File: src/logic/prefetch_config.svh
`ifndef PREFETCH_CONFIG_SVH
`define PREFETCH_CONFIG_SVH

// Prefetch depth
// Bounds FIFO entries plus responses still in flight, at least 2
`define PF_DEPTH 2

// Count width, must hold the value PF_DEPTH itself
`define PF_CNT_W ($clog2(`PF_DEPTH + 1))

// Fetch address held by the controller out of reset
`define PF_BOOT_ADDR 32'h0000_0080

`endif

File: src/logic/prefetch_pkg.sv
`default_nettype none

package prefetch_pkg;

  //////////////////////////////////////////////////////////////////////
  // Instruction fetch types
  //////////////////////////////////////////////////////////////////////

  // Byte address on the instruction bus
  // Low two bits are cleared before going out on OBI
  typedef logic [31:0] fetch_addr_t;

  // One instruction word as returned by the memory
  typedef logic [31:0] instr_word_t;

  // Both types are plain words, nothing here is decoded in two ways
  // The FIFO stores instr_word_t, the controller steps fetch_addr_t by 4

endpackage : prefetch_pkg

`default_nettype wire

File: src/logic/obi_fetch_port.sv
`timescale 1ns/1ps
`default_nettype none

`include "prefetch_config.svh"

module obi_fetch_port (
  input  logic                        clk,
  input  logic                        rst_i,

  // Transaction side, from the controller
  input  logic                        trans_valid_i,
  output logic                        trans_ready_o,   // Grant seen while requesting
  input  prefetch_pkg::fetch_addr_t   trans_addr_i,

  // OBI address phase
  output logic                        instr_req_o,
  input  logic                        instr_gnt_i,
  output prefetch_pkg::fetch_addr_t   instr_addr_o,

  // OBI response phase
  input  prefetch_pkg::instr_word_t   instr_rdata_i,
  input  logic                        instr_rvalid_i,

  // Response side, to FIFO and fall-through mux
  output logic                        resp_valid_o,
  output prefetch_pkg::instr_word_t   resp_rdata_o,

  output logic [`PF_CNT_W-1:0]        out_cnt_o        // Granted, not yet answered
);

  import prefetch_pkg::*;

  fetch_addr_t           addr_aligned;   // Word address sent on the bus
  logic                  addr_done;      // Address phase completes this cycle
  logic [`PF_CNT_W-1:0]  out_cnt_q;

  //////////////////////////////////////////////////////////////////////
  // Address phase
  //////////////////////////////////////////////////////////////////////

  assign addr_aligned  = {trans_addr_i[31:2], 2'b00};  // Word fetches only

  assign instr_req_o   = trans_valid_i;                // Same-cycle pass-through
  assign instr_addr_o  = addr_aligned;
  assign addr_done     = trans_valid_i & instr_gnt_i;  // Grant only counts while requesting
  assign trans_ready_o = addr_done;

  //////////////////////////////////////////////////////////////////////
  // Response phase, in order, forwarded as is
  //////////////////////////////////////////////////////////////////////

  assign resp_valid_o  = instr_rvalid_i;
  assign resp_rdata_o  = instr_rdata_i;

  // Outstanding counter, +1 per grant, -1 per rvalid
  always_ff @(posedge clk) begin
    if (rst_i) begin
      out_cnt_q <= '0;
    end else begin
      case ({addr_done, instr_rvalid_i})
        2'b10:   out_cnt_q <= out_cnt_q + `PF_CNT_W'(1);  // New request in flight
        2'b01:   out_cnt_q <= out_cnt_q - `PF_CNT_W'(1);  // One answered
        default: out_cnt_q <= out_cnt_q;                  // Both or neither, no change
      endcase
    end
  end

  assign out_cnt_o = out_cnt_q;

endmodule : obi_fetch_port

`default_nettype wire

File: src/logic/fetch_fifo.sv
`timescale 1ns/1ps
`default_nettype none

`include "prefetch_config.svh"

module fetch_fifo (
  input  logic                        clk,
  input  logic                        rst_i,
  input  logic                        flush_i,   // Empties the FIFO for the next cycle
  input  logic                        push_i,
  input  logic                        pop_i,
  input  prefetch_pkg::instr_word_t   data_i,
  output prefetch_pkg::instr_word_t   data_o,    // Head entry
  output logic                        empty_o,
  output logic [`PF_CNT_W-1:0]        cnt_o
);

  import prefetch_pkg::*;

  localparam int PTR_W = (`PF_DEPTH > 1) ? $clog2(`PF_DEPTH) : 1;

  instr_word_t           mem [`PF_DEPTH];  // Storage, no reset needed
  logic [PTR_W-1:0]      rptr_q;
  logic [PTR_W-1:0]      wptr_q;
  logic [`PF_CNT_W-1:0]  cnt_q;

  // Wrap at PF_DEPTH-1, depth need not be a power of two
  function automatic logic [PTR_W-1:0] ptr_next(input logic [PTR_W-1:0] ptr);
    return (ptr == PTR_W'(`PF_DEPTH - 1)) ? '0 : ptr + PTR_W'(1);
  endfunction

  //////////////////////////////////////////////////////////////////////
  // Pointers and count
  //////////////////////////////////////////////////////////////////////

  always_ff @(posedge clk) begin
    if (rst_i || flush_i) begin      // Flush wins over push and pop
      rptr_q <= '0;
      wptr_q <= '0;
      cnt_q  <= '0;
    end else begin
      if (push_i) wptr_q <= ptr_next(wptr_q);
      if (pop_i)  rptr_q <= ptr_next(rptr_q);
      if (push_i && !pop_i) begin
        cnt_q <= cnt_q + `PF_CNT_W'(1);
      end else if (pop_i && !push_i) begin
        cnt_q <= cnt_q - `PF_CNT_W'(1);
      end
    end
  end

  // Data write, payload only
  always_ff @(posedge clk) begin
    if (push_i && !flush_i) mem[wptr_q] <= data_i;
  end

  assign data_o  = mem[rptr_q];
  assign empty_o = (cnt_q == '0);
  assign cnt_o   = cnt_q;

endmodule : fetch_fifo

`default_nettype wire

File: src/logic/prefetch_controller.sv
`timescale 1ns/1ps
`default_nettype none

`include "prefetch_config.svh"

module prefetch_controller (
  input  logic                        clk,
  input  logic                        rst_i,

  // Core side
  input  logic                        req_i,          // Fetching allowed
  input  logic                        branch_i,       // One-cycle pulse
  input  prefetch_pkg::fetch_addr_t   branch_addr_i,
  input  logic                        fetch_ready_i,
  output logic                        fetch_valid_o,
  output logic                        busy_o,

  // Transaction request to the OBI port
  output logic                        trans_valid_o,
  input  logic                        trans_ready_i,  // Request granted this cycle
  output prefetch_pkg::fetch_addr_t   trans_addr_o,

  // Responses and outstanding count from the OBI port
  input  logic                        resp_valid_i,
  input  logic [`PF_CNT_W-1:0]        out_cnt_i,

  // FIFO control and status
  output logic                        fifo_push_o,
  output logic                        fifo_pop_o,
  output logic                        fifo_flush_o,
  input  logic [`PF_CNT_W-1:0]        fifo_cnt_i,
  input  logic                        fifo_empty_i
);

  import prefetch_pkg::*;

  fetch_addr_t           addr_q;          // Next sequential fetch address
  fetch_addr_t           branch_aligned;
  logic [`PF_CNT_W-1:0]  drop_cnt_q;      // Stale responses still to discard
  logic [`PF_CNT_W-1:0]  fifo_cnt_eff;    // FIFO count after this cycle's flush
  logic [`PF_CNT_W:0]    credit_used;     // One extra bit, sum may pass PF_DEPTH
  logic                  credit_ok;
  logic                  resp_drop;
  logic                  fall_through;

  //////////////////////////////////////////////////////////////////////
  // Credits and request
  //////////////////////////////////////////////////////////////////////

  assign branch_aligned = {branch_addr_i[31:2], 2'b00};
  assign fifo_cnt_eff   = branch_i ? '0 : fifo_cnt_i;   // Branch flushes the FIFO
  assign credit_used    = {1'b0, out_cnt_i} + {1'b0, fifo_cnt_eff};
  assign credit_ok      = (credit_used < (`PF_CNT_W + 1)'(`PF_DEPTH));

  // Every response finds room since in flight plus stored stays <= PF_DEPTH
  assign trans_valid_o  = req_i & credit_ok;
  assign trans_addr_o   = branch_i ? branch_aligned : addr_q;  // Redirect in same cycle

  //////////////////////////////////////////////////////////////////////
  // Response routing
  //////////////////////////////////////////////////////////////////////

  assign resp_drop     = branch_i | (drop_cnt_q != '0);   // Stale or racing the branch
  assign fall_through  = resp_valid_i & ~resp_drop & fifo_empty_i & fetch_ready_i;

  assign fetch_valid_o = (~branch_i & ~fifo_empty_i) |    // Head of FIFO first
                         (resp_valid_i & ~resp_drop);     // Else live response
  assign fifo_pop_o    = ~branch_i & ~fifo_empty_i & fetch_ready_i;
  assign fifo_push_o   = resp_valid_i & ~resp_drop & ~fall_through;
  assign fifo_flush_o  = branch_i;

  assign busy_o        = (out_cnt_i != '0) | (drop_cnt_q != '0);

  //////////////////////////////////////////////////////////////////////
  // Address and drop counter
  //////////////////////////////////////////////////////////////////////

  always_ff @(posedge clk) begin
    if (rst_i) begin
      addr_q     <= `PF_BOOT_ADDR;
      drop_cnt_q <= '0;
    end else begin
      if (branch_i) begin
        addr_q <= trans_ready_i ? branch_aligned + 32'd4 : branch_aligned;
      end else if (trans_ready_i) begin
        addr_q <= addr_q + 32'd4;                // Step to next word
      end

      if (branch_i) begin
        // Everything in flight is stale, minus the one ending now
        drop_cnt_q <= out_cnt_i - `PF_CNT_W'(resp_valid_i);
      end else if (resp_valid_i && (drop_cnt_q != '0)) begin
        drop_cnt_q <= drop_cnt_q - `PF_CNT_W'(1);
      end
    end
  end

endmodule : prefetch_controller

`default_nettype wire

File: src/logic/prefetch_buffer.sv
`timescale 1ns/1ps
`default_nettype none

`include "prefetch_config.svh"

module prefetch_buffer (
  input  logic                        clk,
  input  logic                        rst_i,

  input  logic                        req_i,
  input  logic                        branch_i,
  input  prefetch_pkg::fetch_addr_t   branch_addr_i,

  input  logic                        fetch_ready_i,
  output logic                        fetch_valid_o,
  output prefetch_pkg::instr_word_t   fetch_rdata_o,

  // Instruction memory, OBI
  output logic                        instr_req_o,
  input  logic                        instr_gnt_i,
  output prefetch_pkg::fetch_addr_t   instr_addr_o,
  input  prefetch_pkg::instr_word_t   instr_rdata_i,
  input  logic                        instr_rvalid_i,

  output logic                        busy_o
);

  import prefetch_pkg::*;

  logic                  trans_valid;
  logic                  trans_ready;
  fetch_addr_t           trans_addr;
  logic                  resp_valid;
  instr_word_t           resp_rdata;
  instr_word_t           fifo_rdata;
  logic                  fifo_push, fifo_pop, fifo_flush;
  logic                  fifo_empty;
  logic [`PF_CNT_W-1:0]  fifo_cnt;
  logic [`PF_CNT_W-1:0]  out_cnt;

  //////////////////////////////////////////////////////////////////////
  // Blocks
  //////////////////////////////////////////////////////////////////////

  obi_fetch_port obi_fetch_port_i (
    .clk (clk), .rst_i (rst_i),
    .trans_valid_i (trans_valid), .trans_ready_o (trans_ready), .trans_addr_i (trans_addr),
    .instr_req_o (instr_req_o), .instr_gnt_i (instr_gnt_i), .instr_addr_o (instr_addr_o),
    .instr_rdata_i (instr_rdata_i), .instr_rvalid_i (instr_rvalid_i),
    .resp_valid_o (resp_valid), .resp_rdata_o (resp_rdata), .out_cnt_o (out_cnt)
  );

  fetch_fifo fetch_fifo_i (
    .clk (clk), .rst_i (rst_i), .flush_i (fifo_flush), .push_i (fifo_push), .pop_i (fifo_pop),
    .data_i (resp_rdata), .data_o (fifo_rdata), .empty_o (fifo_empty), .cnt_o (fifo_cnt)
  );

  prefetch_controller prefetch_controller_i (
    .clk (clk), .rst_i (rst_i),
    .req_i (req_i), .branch_i (branch_i), .branch_addr_i (branch_addr_i),
    .fetch_ready_i (fetch_ready_i), .fetch_valid_o (fetch_valid_o), .busy_o (busy_o),
    .trans_valid_o (trans_valid), .trans_ready_i (trans_ready), .trans_addr_o (trans_addr),
    .resp_valid_i (resp_valid), .out_cnt_i (out_cnt),
    .fifo_push_o (fifo_push), .fifo_pop_o (fifo_pop), .fifo_flush_o (fifo_flush),
    .fifo_cnt_i (fifo_cnt), .fifo_empty_i (fifo_empty)
  );

  // Head of FIFO when it holds data, otherwise the live response
  assign fetch_rdata_o = fifo_empty ? resp_rdata : fifo_rdata;

endmodule : prefetch_buffer

`default_nettype wire

File: config.mk
export PLATFORM = sky130hd
export DESIGN_NAME = prefetch_buffer
export DESIGN_NICKNAME = d
export VERILOG_FILES = /design/src/logic/prefetch_pkg.sv /design/src/logic/obi_fetch_port.sv /design/src/logic/fetch_fifo.sv /design/src/logic/prefetch_controller.sv /design/src/logic/prefetch_buffer.sv
export VERILOG_INCLUDE_DIRS = /design/src /design/src/logic
export SDC_FILE = /design/constraint.sdc
export NUM_CORES = 1
export LEC_CHECK = 0
export ABC_AREA = 1
export BUFFER_PORTS_ARGS = -buffer_cell sky130_fd_sc_hd__clkbuf_2
export CELL_PAD_IN_SITES_DETAIL_PLACEMENT = 1
export CELL_PAD_IN_SITES_GLOBAL_PLACEMENT = 2
export CORE_MARGIN = 4
export CORE_UTILIZATION = 27
export CTS_CLUSTER_DIAMETER = 40
export DETAILED_ROUTE_END_ITERATION = 16
export GPL_ROUTABILITY_DRIVEN = 0
export PLACE_DENSITY_LB_ADDON = 0.05
export SLEW_MARGIN = 20
export SYNTH_ARGS = -nofsm -noshare
export SYNTH_HDL_FRONTEND = slang
export SYNTH_SLANG_ARGS = --single-unit
File: constraint.sdc
create_clock -name clk -period 3.1 [get_ports clk]
set_input_delay 0.775 -clock clk [delete_from_list [all_inputs] [get_ports clk]]
set_output_delay 0.775 -clock clk [all_outputs]
set_load 0.02 [all_outputs]
**Word-level counts from Yosys, hierarchy flattened**

Memory sizes are Yosys's and may differ from the RTL's. A register that Yosys moved wholly into a read port is not among the register bits.
Cells that the tools add are included.

- Output and inout port bits: 67
- Memories: 1
- Bits of input ports: 71
- Word-level logic and storage cells: 68
- Bits in writable memories: 64
- Bits in registers: 40

- Bitwise logic cells: 15
- Muxes and demuxes: 17
- Eq/ne operators: 2
- Add/subtract/negate cells: 11
- Reduce and logical (&&, ||, !) cells: 15
- Order comparisons: 1

Memory list:

| memory | depth | width | rd ports | clocked after memory_dff | write ports | RTL line | source |
|---|---|---|---|---|---|---|---|
| fetch_fifo_i.mem | 2 | 32 | 1 | 1 | 1 | fetch_fifo.sv:22 | `` instr_word_t mem [`PF_DEPTH]; `` |

Operator list:

| cell | count |
|---|---|
| two-way mux 32 bit | 5 |
| adder 32 x 3 -> 32 bit, second input constant | 2 |
| nonzero test 2 bit | 6 |
| two-way mux 2 bit | 5 |
| AND 1 bit | 8 |
| two-way mux 1 bit | 6 |
| subtractor 2 x 1 -> 2 bit, second input constant | 3 |
| adder 2 x 1 -> 2 bit, second input constant | 2 |
| logical AND 1 bit | 4 |
| NOT 1 bit | 4 |
| one-hot mux 2 bit (2 select lines) | 1 |
| adder 2 x 2 -> 3 bit | 1 |
| zero test 1 bit | 3 |
| less-than comparator 3 x 2 -> 1 bit, second input constant | 1 |
| bitwise OR 1 bit | 3 |
| adder 1 bit, second input constant | 2 |
| equality test 2 x 1 -> 1 bit, second input constant | 1 |
| equality test 2 bit, second input constant | 1 |
| zero test 2 bit | 1 |
| subtractor 2 x 1 -> 2 bit | 1 |
| logical OR 1 bit | 1 |

**Logic depth before layout (Yosys ltp)**

Gate-level depths: netlist of run 1.

- Word-level depth: 12
- Mapped depth: 15
- Depth with buffers taken out: 14

**Hierarchy**

From an unflattened synthesis of run 1, not the netlist that was laid out.

- Cell total of the unflattened synthesis: 991
- Area, all modules: 7434.6 um2

Modules (own cells, without submodules):

| module | cells each | seq. area each (um2) | area each (um2) | times used |
|---|---|---|---|---|
| prefetch_controller | 667 | 640.6 | 3622.2 | 1 |
| fetch_fifo | 133 | 2021.9 | 2700.1 | 1 |
| obi_fetch_port | 87 | 40.0 | 620.6 | 1 |
| prefetch_buffer | 104 | 0.0 | 491.7 | 1 |

**Worst setup path before layout of run 1**

OpenSTA, ideal clock, no wires.

- Path kind: input -> register
- Start point: input branch_i
- End point: register obi_fetch_port_i.out_cnt_q[1] (netlist: obi_fetch_port_i.out_cnt_o[1])
- Setup time: 122 ps
- Arrival: 3201 ps
- Stages: 13
- Data required time: 2978 ps
- Path buffers: 4
- Setup slack: -223 ps
- Path through: clkbuf_1 buf_1 nor2_1 fa_1 nor2_2 nand3_4 buf_6 buf_2 ha_1 a21oi_1 o21ai_0 o21ai_0 a21oi_1

- Word-level cells in the longest chain between the ends: 7
- Elaborated cells between the ends (all ways): 9
- Classes of those cells: 1 x add/sub; 1 x order compare; 2 x eq/ne; 2 x mux; 2 x bitwise; 1 x reduce/logical

RTL lines:

| what | RTL line | source |
|---|---|---|
| start, declared | prefetch_buffer.sv:11 | `input logic branch_i,` |
| two-way mux 2 bit (*) | prefetch_controller.sv:51 | `assign fifo_cnt_eff = branch_i ? '0 : fifo_cnt_i;` |
| adder 2 x 2 -> 3 bit (*) | prefetch_controller.sv:52 | `assign credit_used = {1'b0, out_cnt_i} + {1'b0, fifo_cnt_eff};` |
| less-than comparator 3 x 2 -> 1 bit (*) | prefetch_controller.sv:53 | `` assign credit_ok = (credit_used < (`PF_CNT_W + 1)'(`PF_DEPTH)); `` |
| AND 1 bit (*) | prefetch_controller.sv:56 | `assign trans_valid_o = req_i & credit_ok;` |
| AND 1 bit (*) | obi_fetch_port.sv:45 | `assign addr_done = trans_valid_i & instr_gnt_i;` |
| equality test 2 x 1 -> 1 bit or equality test 2 bit (tied branches) | obi_fetch_port.sv:60 | `case ({addr_done, instr_rvalid_i})` |
| one-hot mux 2 bit (2 select lines) or nonzero test 2 bit (tied branches) | n/a |  |
| end signal, assigned | obi_fetch_port.sv:61 | `` 2'b10: out_cnt_q <= out_cnt_q + `PF_CNT_W'(1); `` |
| end signal, assigned | obi_fetch_port.sv:62 | `` 2'b01: out_cnt_q <= out_cnt_q - `PF_CNT_W'(1); `` |
| end signal, assigned | obi_fetch_port.sv:63 | `default: out_cnt_q <= out_cnt_q;` |
| end, declared | obi_fetch_port.sv:35 | `` logic [`PF_CNT_W-1:0] out_cnt_q; `` |

Mark *: on every way between the ends. The rest lies on a longest branch, timed or not.
A chain may end at the register's enable or synchronous reset.

**Worst setup path after layout of run 1**

- Start point: input branch_i
- End point: output instr_req_o

- Word-level cells in the longest chain between the ends: 4

RTL lines:

| what | RTL line | source |
|---|---|---|
| two-way mux 2 bit | prefetch_controller.sv:51 |  |
| adder 2 x 2 -> 3 bit | prefetch_controller.sv:52 |  |
| less-than comparator 3 x 2 -> 1 bit | prefetch_controller.sv:53 |  |
| AND 1 bit | prefetch_controller.sv:56 |  |
| end, declared | prefetch_buffer.sv:19 | `output logic instr_req_o,` |

Every way passes these cells.

==> flow_summary.toml, run 1 <==
[cells_and_area]
diodes = 0
fillerInstances = 3101
drive_above_1_share_pct = 20.5
num-nets-final = 1179
synthToLayoutAreaGrowth_pct = 24.5

[critical_path]
worstPathRequired_ps = 2320
cp-end-kind = "output port"
critPathArrivalTime_ps = 2170
crit_path_max_fanout = 4
worst_setup_path_start_kind = "input pin"
worst-setup-path-type = "in -> out"

[drt]
drt-total-wl_um = 23000
drtIter0Drc = 223
via_count = 6632
routedWlPerCell_um = 16.1
firstDrtPassIters = 4
viasPerCell = 4.64
drc_errors = 0
ant_nets = 0

[logic_synthesis]
yosys_warnings = 0
synthesis.area_um2 = 6650
ys_seq_area_share_pct = 40.6
ys_seq_elements = 103
synth_area_per_cell_um2 = 6.90
synth-edff-count = 64
synth-main-ff-cell = "edfxtp_1"
yosysMostFrequentCell = "nand2_1"
async_flop_share_pct = 0
synth_top_area_share_pct = 28.9
synthCells = 964
synthTopCellsByArea = "edfxtp_1, nand2_1, dfxtp_1"
synth_common_cells = "nand2_1, inv_1, o21ai_0"
yosysTopAreaCell = "edfxtp_1"
yosysUniqueCellTypes = 42

[power_and_ir_drop]
ir_drop_mv = 0.328
powerDensity_nw_per_um2 = 425
leakage_uw = 0.00366
total_power_uw = 3520

[global_route]
gr-total-overflow = 0
first_global_vias = 6653
grt_pass1_wl_um = 36400
antenna_found_initial = 0
grt_max_degree = 74
gr-usage-all-layers_pct = 17.3

[sta]
drv_slew = 0
max_slew_margin_pct = 61.7
hold_viol = 0
skew_ps = 12.4
fmax_mhz = 339
period_needed_ps = 2950
rsz0062_at_grt = "no"
setup_violations = 0
setup_tns_ps = 0
tightest_slew_ps = 569
period_share_pct = 95.1

[clocking]
cts-root-buf = "clkbuf_16"
postCtsHoldBufs = 0
clock_sinks = 103
clk_pin_slew_ps = 80
htreeDepth = 3
cts.repair.resized = 0
cts_tree = "done"
clock_latency_ps = 350
cts_setup_buffers = 0
cts_buffer_depth = 2
cts_buffers = 9

[die]
start_util_pct = 27.4
io_pins = 138
num_rows = 57
die_h_um = 165
coreArea_um2 = 24200
die_x_um = 165
die_area_um2 = 27200

[worst_hold_path]
hold_path_class = "reg -> reg"

[job]
max-cap-violations = 0

[run_status]
outcome = "complete, no violations"

[placed_design]
post-dp-hpwl_um = 18200
portBuffers = 133
## area by class of cell
cell class | count | area [um^2] | area share (%)
Sequential cell | 103 | 2700 | 32.6
Clock buffer | 9 | 225 | 2.72
Inverter | 134 | 509 | 6.15
Multi-Input combinational cell | 689 | 3290 | 39.8
Timing Repair Buffer | 164 | 1050 | 12.7
Clock inverter | 7 | 95.1 | 1.15
Tap cell | 324 | 405 | 4.90
## flip-flops by register name (all words and copies together) (netlist names), named ones only
name                              flops
fetch_fifo_i.rptr_q                   1
fetch_fifo_i.mem                     64
prefetch_controller_i.addr_q         30
fetch_fifo_i.cnt_o                    2
prefetch_controller_i.drop_cnt_q      2
obi_fetch_port_i.out_cnt_o            2
fetch_fifo_i.wptr_q                   1
## critical path, cell delays in order
cell,delay (ps)
clkbuf_2,180
nor3_4,230
fa_1,450
nor2_2,170
buf_4,130
nand2_1,40
inv_1,40
clkbuf_2,150
## metal layers
| layer | GRT usage (%) | vias to the layer above | routed length, um |
|---|---|---|---|
| li1 | - | 3416 | - |
| met1 | 22.9 | 3072 | 10800 |
| met2 | 30.1 | 128 | 11000 |
| met3 | 2.30 | 16 | 944 |
| met4 | 3.78 | 0 | 339 |
| met5 | 0 | - | 0 |
## metrics by stage
step           area, um^2  setup slack, ps  hold WS, ps  instances  utilization [%]
6_report             8280              151          498       1430             34.2
5_1_grt              8280             41.0          530       1430             34.2
4_1_cts              8280             99.8          500       1430             34.2
3_5_place_dp         7960            -22.4          484       1414             32.8
3_3_place_gp         7960             3.47          467       1414             32.8
2_1_floorplan        6680             13.9          462        965                -
## cell families after synthesis
| logic type | synth area share [%] |
|---|---|
| buffers and inverters | 10.3 |
| and+or+nand+nor | 32.6 |
| adders and majority gates | 1.43 |
| xor gates and xnor gates | 1.05 |
| other | 0.0564 |
| AOI/OAI and AO/OA | 13.9 |
| DFF | 40.6 |
## layout by cell type, fill, tap and decap left out, types with 3 or more instances in the layout
cell type  count
nand2_1      271
clkbuf_2     133
inv_1        128
o21ai_0      127
nor2_1        81
nand3_1       74
edfxtp_1      64
dfxtp_1       38
a21oi_1       31
nand4_1       20
buf_4         19
buf_12        12
nor2_2        11
clkbuf_16      9
nand2_2        8
xor2_1         8
nor2_4         6
nor3_1         6
o21ai_1        6
ha_1           6
a31oi_1        5
or2_2          4
nor3_2         4
inv_2          3
nor4_1         3
## path summary, 6_finish.rpt
| check | startpoint | to | slack [ps] | cells past startpoint |
|---|---|---|---|---|
| setup / recovery | branch_i | instr_req_o | 150 | 8 |
| setup reg to reg | obi_fetch_port_i.out_cnt_o[0] | prefetch_controller_i.addr_q[12] | 570 | 13 |
| hold / removal | fetch_fifo_i.rptr_q | flop | 500 | 2 |
| hold reg to reg | fetch_fifo_i.rptr_q | flop | 500 | 2 |
## power breakdown
part / switching (uW) / internal, uW
sequential: 54.8 / 1510
clock: 580 / 653
combinational: 477 / 245
No activity file was read; power rests on OpenSTA's default activity.
==> run 2: changes to the inputs <==
--- a/config.mk
+++ b/config.mk
@@ -17,3 +17,3 @@
 export GPL_ROUTABILITY_DRIVEN = 0
-export PLACE_DENSITY_LB_ADDON = 0.05
+export PLACE_DENSITY_LB_ADDON = 0.1
 export SLEW_MARGIN = 20
--- a/constraint.sdc
+++ b/constraint.sdc
@@ -3,2 +3,2 @@
 set_output_delay 0.775 -clock clk [all_outputs]
-set_load 0.02 [all_outputs]
+set_load 0.01 [all_outputs]
==> run 2 against run 1 <==
Compared with the run above:
- register-to-register slack gained 120 ps
- die area is the same
- non-clock buffer count grew 1
- combinational power shrank 9.6%
- largest cell class unchanged
- largest power group unchanged
- highest routed layer unchanged
==> flow_summary.toml, run 2 (synthesis results as in run 1) <==
[power_and_ir_drop]
powerDensity_nw_per_um2 = 417
ir_drop_mv = 0.215
leakage_uw = 0.00364

[drt]
via_count = 6648
drt-total-wl_um = 23100
routedWlPerCell_um = 16.2
firstDrtPassIters = 4
drtIter0Drc = 198
viasPerCell = 4.65
ant_nets = 0
drc_errors = 0

[critical_path]
r2r_cells = 13
worst_setup_path_start_kind = "input pin"
cp_slowest_cell = "fa_1"
critical_path.most_common_cell = "clkbuf_2"
critical_path.top_delay_family = "buffers and inverters"
crit_path_max_fanout = 4
cp-end-kind = "output port"
cp_num_buf_inv = 4
reg2reg_slack_ps = 690
worstPathRequired_ps = 2320
cp.depth = 8
path_cells = "clkbuf_2 > nor3_4 > fa_1 > nor2_2 > buf_4 > nand2_1 > inv_1 > clkbuf_2"
reg2reg_from = "obi_fetch_port_i.out_cnt_o[0]"
critical_path.reg2reg.endpoint = "prefetch_controller_i.addr_q[26]"
worst-setup-path-type = "in -> out"
max_stage_delay_ps = 440
critPathArrivalTime_ps = 2120

[cells_and_area]
reg_top3 = "fetch_fifo_i.mem: 64 flops, prefetch_controller_i.addr_q: 30 flops"
num-nets-final = 1180
diodes = 0
fillerInstances = 3138
final_util_pct = 33.9
drive_above_1_share_pct = 20.6
layout_commonest_cell = "nand2_1"
regArea_um2 = 2700
synthToLayoutAreaGrowth_pct = 23.5
largest_reg_flops = 64
layout_common_cells = "nand2_1, clkbuf_2, inv_1"
regMostFlops = "fetch_fifo_i.mem"
multi_input_area_um2 = 3290
final_cells = 1431

[die]
io_pins = 138
die_h_um = 165
coreArea_um2 = 24200
die_x_um = 165
die_area_um2 = 27200
start_util_pct = 27.4
num_rows = 57

[global_route]
gr-total-overflow = 0
first_global_vias = 6535
grt_max_degree = 45
antenna_found_initial = 0
grt_pass1_wl_um = 36000
gr-usage-all-layers_pct = 17.1

[sta]
period_share_pct = 93.4
period_needed_ps = 2890
tightest_slew_ps = 651
setup_tns_ps = 0
skew_ps = 12.0
max_slew_margin_pct = 56.6
drv_slew = 0
rsz0062_at_grt = "no"
fmax_mhz = 345
setup_violations = 0
hold_viol = 0

[clocking]
htreeDepth = 3
cts.repair.resized = 0
cts_buffer_depth = 2
clk_pin_slew_ps = 80
cts_buffers = 9
clock_latency_ps = 350
cts_tree = "done"
postCtsHoldBufs = 0
cts_setup_buffers = 0
cts-root-buf = "clkbuf_16"
clock_sinks = 103

[run_status]
outcome = "complete, no violations"

[placed_design]
dp.cells = 1415
post-dp-hpwl_um = 18200
portBuffers = 133

[worst_hold_path]
hold_path_class = "reg -> reg"
min_from = "fetch_fifo_i.rptr_q"
whs_path_depth = 2
hold_path_end = "fetch_fifo_i.rptr_q"

[job]
max-cap-violations = 0
run 2: changes by cell type in the layout (fill, tap and decap cells not counted), sizes merged:
| cell | previous run | this run |
|---|---|---|
| clkinvlp | 0 | 1 |
| buf | 31 | 32 |
| inv | 135 | 134 |
run 2: worst min-delay path: cells and delay by family, from the launching register on:
| family | cells | cell delay (ps) |
|---|---|---|
| simple gates | 1 | 80 |
| flops | 1 | 310 |
| compound gates | 1 | 60 |
run 2: worst max path at each step:
stage                         from                                to  slack, ps
final                     branch_i                       instr_req_o        210
after global routing      branch_i                       instr_req_o         80
after CTS                 branch_i                       instr_req_o        160
after detailed placement  branch_i  prefetch_controller_i.addr_q[24]         90
after global placement    branch_i  prefetch_controller_i.addr_q[26]         80
after floorplan           branch_i     obi_fetch_port_i.out_cnt_o[1]         10
run 2: stage by stage:
stage	total power (uW)	setup WS [ps]	hold WS [ps]	instance area [um^2]
floorplan	1950	13.9	462	6680
detailed placement	2260	88.6	475	7900
global route	3640	84.4	541	8210
CTS	3500	158	500	8210
global placement	2260	77.9	468	7900
finish	3430	205	495	8210
run 2: per-layer routing:
| layer | global-route usage [%] | part of all wire (%) | vias to the layer above |
|---|---|---|---|
| met3 | 2.40 | 3.7 | 13 |
| met5 | 0 | 0 | - |
| met2 | 28.3 | 46 | 118 |
| met1 | 23.8 | 49 | 3091 |
| met4 | 3.55 | 1.3 | 0 |
| li1 | - | - | 3426 |
run 2: power breakdown:
part / internal (uW) / switching [uW]
clock: 645 / 562
sequential: 1510 / 55.4
combinational: 238 / 415
run 2: layout make-up:
type / instances / share of cell area [%]
multi-input cells: 689 / 40.1
inverters: 134 / 6.20
clock inverters: 7 / 1.05
flip-flops and latches: 103 / 32.9
clock buffers: 9 / 2.74
repair buffers: 165 / 12.1
well taps: 324 / 4.94
